==> src/design/md_params.svh <==
// md geometry front end: coordinate, id, buffer and arithmetic sizes
`ifndef MD_PARAMS_SVH
`define MD_PARAMS_SVH

// signed fixed-point position coordinate
`define COORD_W 10

// particle id, also the position table address
`define PID_W 4
`define TABLE_DEPTH (1 << `PID_W)

// term records held between fetch and geometry engine
`define FIFO_DEPTH 4

// bond vector component, one bit over a coordinate
`define DIFF_W 11
// plane normal component, sum of two diff products
`define CROSS_W 23
// r23 x a component
`define C_W 35
// dot product, sum of three c by b products
`define DOT_W 60

`endif

==> src/design/md_pkg.sv <==
// md geometry types: packet word, term record, result record
`include "md_params.svh"

package md_pkg;

    // packet type in the top two bits, other codes are ignored
    typedef enum logic [1:0] {
        BOND    = 2'd1,
        TORSION = 2'd3
    } term_kind_e;

    typedef struct packed {
        logic signed [`COORD_W-1:0] x;
        logic signed [`COORD_W-1:0] y;
        logic signed [`COORD_W-1:0] z;
    } vec_t;

    // torsion view, four ids and a short tag
    typedef struct packed {
        term_kind_e          kind;
        logic [`PID_W-1:0]   id1;
        logic [`PID_W-1:0]   id2;
        logic [`PID_W-1:0]   id3;
        logic [`PID_W-1:0]   id4;
        logic [7:0]          tag;
    } tors_view_t;

    // bond view, two ids, the freed id bits widen the tag
    typedef struct packed {
        term_kind_e          kind;
        logic [`PID_W-1:0]   id1;
        logic [`PID_W-1:0]   id2;
        logic [15:0]         tag;
    } bond_view_t;

    typedef union packed {
        tors_view_t tors;
        bond_view_t bond;
    } term_pkt_u;

    // fifo payload, positions already looked up
    typedef struct packed {
        term_kind_e          kind;
        logic [15:0]         tag;
        logic [`PID_W-1:0]   id1;
        logic [`PID_W-1:0]   id2;
        logic [`PID_W-1:0]   id3;
        logic [`PID_W-1:0]   id4;
        vec_t                pos1;
        vec_t                pos2;
        vec_t                pos3;
        vec_t                pos4;
    } term_rec_t;

    typedef struct packed {
        term_kind_e                 kind;
        logic [15:0]                tag;
        logic [`PID_W-1:0]          id1;
        logic [`PID_W-1:0]          id2;
        logic [`PID_W-1:0]          id3;
        logic [`PID_W-1:0]          id4;
        logic signed [`DOT_W-1:0]   cos_num;
        logic signed [`DOT_W-1:0]   sin_num;
    } geom_res_t;

endpackage

==> src/design/term_fifo.sv <==
// term record buffer between fetch and geometry engine, sticky overflow
`include "md_params.svh"

module term_fifo
    import md_pkg::*;
(
    input  logic      clk,
    input  logic      arst_n,
    input  logic      push,
    input  term_rec_t din,
    input  logic      pop,
    output term_rec_t head,
    output logic      empty,
    output logic      overflow
);

    localparam int PTR_W = $clog2(`FIFO_DEPTH);
    localparam int CNT_W = $clog2(`FIFO_DEPTH + 1);

    term_rec_t        mem [`FIFO_DEPTH];
    logic [PTR_W-1:0] wr_ptr;
    logic [PTR_W-1:0] rd_ptr;
    logic [CNT_W-1:0] count;
    logic             full;
    logic             do_push;

    assign full    = (count == CNT_W'(`FIFO_DEPTH));
    assign empty   = (count == '0);
    // a push into a full buffer is dropped
    assign do_push = push && !full;
    // oldest entry straight from the storage registers
    assign head    = mem[rd_ptr];

    always_ff @(posedge clk) begin
        if (do_push) begin
            mem[wr_ptr] <= din;
        end
    end

    always_ff @(posedge clk or negedge arst_n) begin
        if (!arst_n) begin
            wr_ptr   <= '0;
            rd_ptr   <= '0;
            count    <= '0;
            overflow <= 1'b0;
        end else begin
            if (do_push) begin
                wr_ptr <= (wr_ptr == PTR_W'(`FIFO_DEPTH - 1)) ? '0 : wr_ptr + 1'b1;
            end
            // consumer only pops when not empty
            if (pop) begin
                rd_ptr <= (rd_ptr == PTR_W'(`FIFO_DEPTH - 1)) ? '0 : rd_ptr + 1'b1;
            end
            case ({do_push, pop})
                2'b10:   count <= count + 1'b1;
                2'b01:   count <= count - 1'b1;
                default: count <= count;
            endcase
            // held until reset
            if (push && full) begin
                overflow <= 1'b1;
            end
        end
    end

endmodule

==> config.mk <==
export PLATFORM = sky130hd
export DESIGN_NAME = term_fifo
export DESIGN_NICKNAME = d
export VERILOG_FILES = /design/src/design/md_pkg.sv /design/src/design/term_fifo.sv
export VERILOG_INCLUDE_DIRS = /design/src /design/src/design
export SDC_FILE = /design/constraint.sdc
export NUM_CORES = 1
export LEC_CHECK = 0
export ABC_AREA = 1
export ABC_CLOCK_PERIOD_IN_PS = 9900
export BUFFER_PORTS_ARGS = -buffer_cell sky130_fd_sc_hd__buf_4
export CAP_MARGIN = 15
export CORE_MARGIN = 1.5
export CORE_UTILIZATION = 58
export DETAILED_ROUTE_END_ITERATION = 12
export GPL_TIMING_DRIVEN = 0
export PLACE_DENSITY = 0.84
export SYNTH_ARGS = -nofsm -noshare
export SYNTH_HDL_FRONTEND = slang
export SYNTH_SLANG_ARGS = --single-unit
==> constraint.sdc <==
create_clock -name clk -period 9.9 [get_ports clk]
set_input_delay 1.485 -clock clk [delete_from_list [all_inputs] [get_ports clk]]
set_output_delay 1.485 -clock clk [all_outputs]
set_load 0.005 [all_outputs]
; Yosys cells after proc, flatten, opt, wreduce, memory -nomap -nowiden
; Memory sizes are Yosys's and may differ from the RTL's.
; Cells that the tools add are included.
[word_totals]
regBits = 8
ramBits = 616
input_bits = 158
output_inout_bits = 156
elab_cells = 24
mem_count = 1
[mem_list]
columns = name, depth, word_bits, read_ports, rd_ports_with_merged_regs, wr, line
row1 = mem, 4, 154, 1, 0, 1, term_fifo.sv:20  ; term_rec_t mem [`FIFO_DEPTH];
[classes]
add_sub_neg = 4
eq_ne = 5
mux = 5
reduce_logical = 5
[ops]
columns = operator, count
row1 = $eq 2x2->1 const B, 3
row2 = $pmux 3 s2, 1
row3 = $add 2x1->2 const B, 2
row4 = $mux 2, 2
row5 = $add 3x1->3 const B, 1
row6 = $eq 3x3->1 const B, 1
row7 = $logic_not 3->1, 1
row8 = $sub 3x1->3 const B, 1
row9 = $eq 2x1->1 const B, 1
row10 = $logic_and 1x1->1, 2
row11 = $mux 1, 2
row12 = $reduce_bool 2->1, 1
row13 = $logic_not 1->1, 1

; Longest topological paths before layout
[logic_depth]
depth_word = 5
mapped_depth = 11
depth_no_buf = 11

; Worst setup path after synthesis
; Ideal clock, no wire load.
[synth_timing]
path_kind = input to register
start = input push
end = memory mem[0][0] (netlist name) (enable)
setup_ns = 0.670
t_arrival_ns = 8.025
t_required_ns = 9.230
path_slack_ns = 1.204
cell_stages = 2
path_buffers = 0
path_cell_list = nand2_1 nor2_1
[synth_via]
elab_chain_len = 3
[synth_lines]
columns = item, line
row1 = from (decl), term_fifo.sv:9  ; input logic push,
row2 = $logic_and 1x1->1, term_fifo.sv:30  ; assign do_push = push && !full;
row3 = $mux 1, term_fifo.sv:35  ; if (do_push) begin
row4 = $mux 1 (implied by the code), term_fifo.sv:36  ; mem[wr_ptr] <= din;
row5 = to (decl), term_fifo.sv:20
; No other way between the ends.

==> impl_results.md <==
* Top cell type's share of synthesized area at 74.87%
* Crit Reg-Reg Startpoint: count[1]$_DFFE_PN0P_
* Crit path kind: reg2out
* Crit start category: flop
* Largest net degree at the start of global routing at 30
* Post-cts sizing count at 0
* Clock skew at 25.53 ps
* Die extent in x at 209.4 um
* WP data arrival at 2560 ps
* Met2 routed WL at 30.71 mm
* Detailed-route wire length at 61.08 mm
* Post-Syn Nets at 2020
* Final period util at 40.83%
* Rows at 75
* WL met1 at 22.83 mm
* CTS clk-pin slew, worst paths at 70 ps
* Post-synth ARST share at 1.282%
* Worst-Margin Slew at 937.3 ps
* Flip-flop and latch count after synthesis at 624
* Hold/Removal Path Class: reg2reg
* Max-Cap Viols at 0
* R2R Setup Slk at 7010 ps
* Vias in the first global route at 16.42k
* Routed met3 length at 5.553 mm
* Mapped Area at 0.02471 mm2
* Fill cells at 2517
* Min cycle time layout at 4042 ps
* R2r worst-path depth at 7
* DRC at 0
* H-Tree Depth at 2
* Setup crit end kind: output port
* Util after Layout at 72.28%
* Final GP Congestion at 0.8179
* First DRT Iteration DRCs at 1401
* Wire per inst at 21.47 um
* Io pins at 314
* Tot Pwr at 9.059 mW
* Design area at 0.03032 mm2
* Max FO, Critical Path at 10
* Setup crit start: rd_ptr[0]$_DFFE_PN0P_
* Synth area leader: edfxtp_1
* Antenna Nets Post-Route at 0
* Final Hold Fails at 0
* Hold Buf Count CTS at 0
* Post-synth top cells: edfxtp_1 (616), nand2_1 (474), inv_1 (322), o211ai_1 (308), clkbuf_1 (41)
* Main synth FF type: edfxtp_1
* Required @ worst endpoint at 8420 ps
* Drt first pass iters at 5
* Clk_lat worst skew at 620 ps
* Initial antenna violation count at 8
* WHS at 494.7 ps
* Worst-case vdd ir drop at 0.2251 mV
* Power Dens Cells at 298.8 mW/mm2
* # clock sinks at 624
* Netlist cell types at 20
* Most numerous cell in the Yosys netlist: edfxtp_1
* Max Used Layer: met5
* Via count at 16.01k
* Post-DP HPWL at 39.26 mm
* Initial Util at 58.90%
* Clock Tree Root: clkbuf_16
* Final setup viols at 0
* Number of synthesized flops with an enable pin at 616
* CTS Buf Count at 60
* Crit path to: head[68]
* Leak at 12.23 nW
* Area Overhead vs Synth at 22.71%
* Post-DP Area at 0.02829 mm2
* Main area contributors after synthesis: edfxtp_1 (75%), o211ai_1 (9.4%), nand2_1 (7.2%), inv_1 (4.9%), dfrtp_1 (0.81%)
* Status: finished clean
* Layout cells sized above 1 at 20.96%
* Synth Area per Inst at 13.32 um2
* Fin. max-slew vios at 0
* Rel. slew slack at 37.36%
* Die H at 209.4 um
* Die Footprint at 0.04385 mm2
* Grt ovf at 0
* Synth Instances at 1855
* GRT Util Overall at 27.92%
* CTS tree: done
* Final #Nets at 2419
* Setup Buffers After CTS at 0
* Seq/Total Area, Yosys at 75.68%
* Fmax at 247.4 MHz
* Vias per inst at 5.626
* Global-route wire length before repair at 91.87 mm
* RSZ-0062 raised after global routing: no
* Port bufs at 313
* Warnings, synthesis at 0
* Max clock buf depth at 3
* Critical R2R Capture: mem[2][37]$_DFFE_PP_
* Area of the core at 0.04195 mm2
where the power goes:
| part | internal, mW | switching [mW] |
|---|---|---|
| Clock | 1.39 | 0.950 |
| Sequential | 3.46 | 0.120 |
| Combinational | 1.22 | 1.93 |
layout by cell type, fill, tap and decap left out, types with 2 or more instances in the layout:
cell type	synthesis	final
buf_1	9	9
buf_12	0	18
buf_16	0	6
buf_2	39	39
buf_4	1	314
buf_6	12	12
bufinv_16	0	10
clkbuf_1	41	52
clkbuf_16	0	61
clkinv_1	0	9
clkinv_2	0	7
clkinvlp_4	0	7
dfrtp_1	8	8
diode_2	0	6
edfxtp_1	616	616
ha_1	6	6
inv_1	322	322
inv_6	0	3
nand2_1	474	474
nand3_1	4	4
nor2_1	6	2
nor2_4	0	4
o211ai_1	308	308
o21ai_0	3	3
worst min path at each step:
stage	from	to	slack [ps]	cells after the start
2_1_floorplan	overflow$_DFFE_PN0P_	overflow$_DFFE_PN0P_	470	1
3_3_place_gp	overflow$_DFFE_PN0P_	overflow$_DFFE_PN0P_	460	1
3_5_place_dp	overflow$_DFFE_PN0P_	overflow$_DFFE_PN0P_	470	1
4_1_cts	overflow$_DFFE_PN0P_	overflow$_DFFE_PN0P_	490	1
5_1_grt	overflow$_DFFE_PN0P_	overflow$_DFFE_PN0P_	510	1
6_report	overflow$_DFFE_PN0P_	overflow$_DFFE_PN0P_	490	1
state kept, by name (all words and copies together), names as in the netlist:
| name | count |
|---|---|
| rd_ptr | 2 |
| count | 3 |
| mem | 616 |
| overflow | 1 |
| wr_ptr | 2 |
cell type report:
cell class | count | area [um2] | share of cell area, %
Tap cell | 539 | 674.4 | 2.224
Clock buffer | 72 | 1568 | 5.171
Buffer | 102 | 525.5 | 1.733
Antenna cell | 6 | 15.01 | 0.04952
Inverter | 323 | 1212 | 3.999
Multi-Input combinational cell | 806 | 4302 | 14.19
Clock inverter | 36 | 447.9 | 1.477
Timing Repair Buffer | 337 | 2875 | 9.484
Sequential cell | 624 | 18700 | 61.67
through the flow:
stage	cells	setup WS, ps	setup TNS [ps]
final	2845	5858	0
after global routing	2843	5655	0
after CTS	2839	5798	0
after detailed placement	2731	6140	0
after global placement	2707	-4037	-2355610
after floorplan	1855	1204	0
worst max-delay path: stages, from the launching register on:
cell,delay (ps)
dfrtp_1,400
inv_2,80
buf_2,410
buf_1,530
nand2_1,110
o211ai_1,120
nand2_1,120
buf_4,150
kinds of logic (layout without fill, tap and decap cells):
family,Yosys count,after routing,share of synthesized area [%]
simple gates,486,486,7.419
xor+xnor,1,1,0.03545
buf+inv,425,870,7.034
compound gates,312,312,9.450
other cells,0,6,0
fa+ha+maj,7,7,0.3849
flops,624,624,75.68
per-layer routing:
layer,global-route usage [%],vias up
met5,0,-
met4,10.62,4
met3,7.556,127
met2,47.10,751
met1,34.68,7821
li1,-,7303
Note: power is estimated with default switching activity, not from simulation.
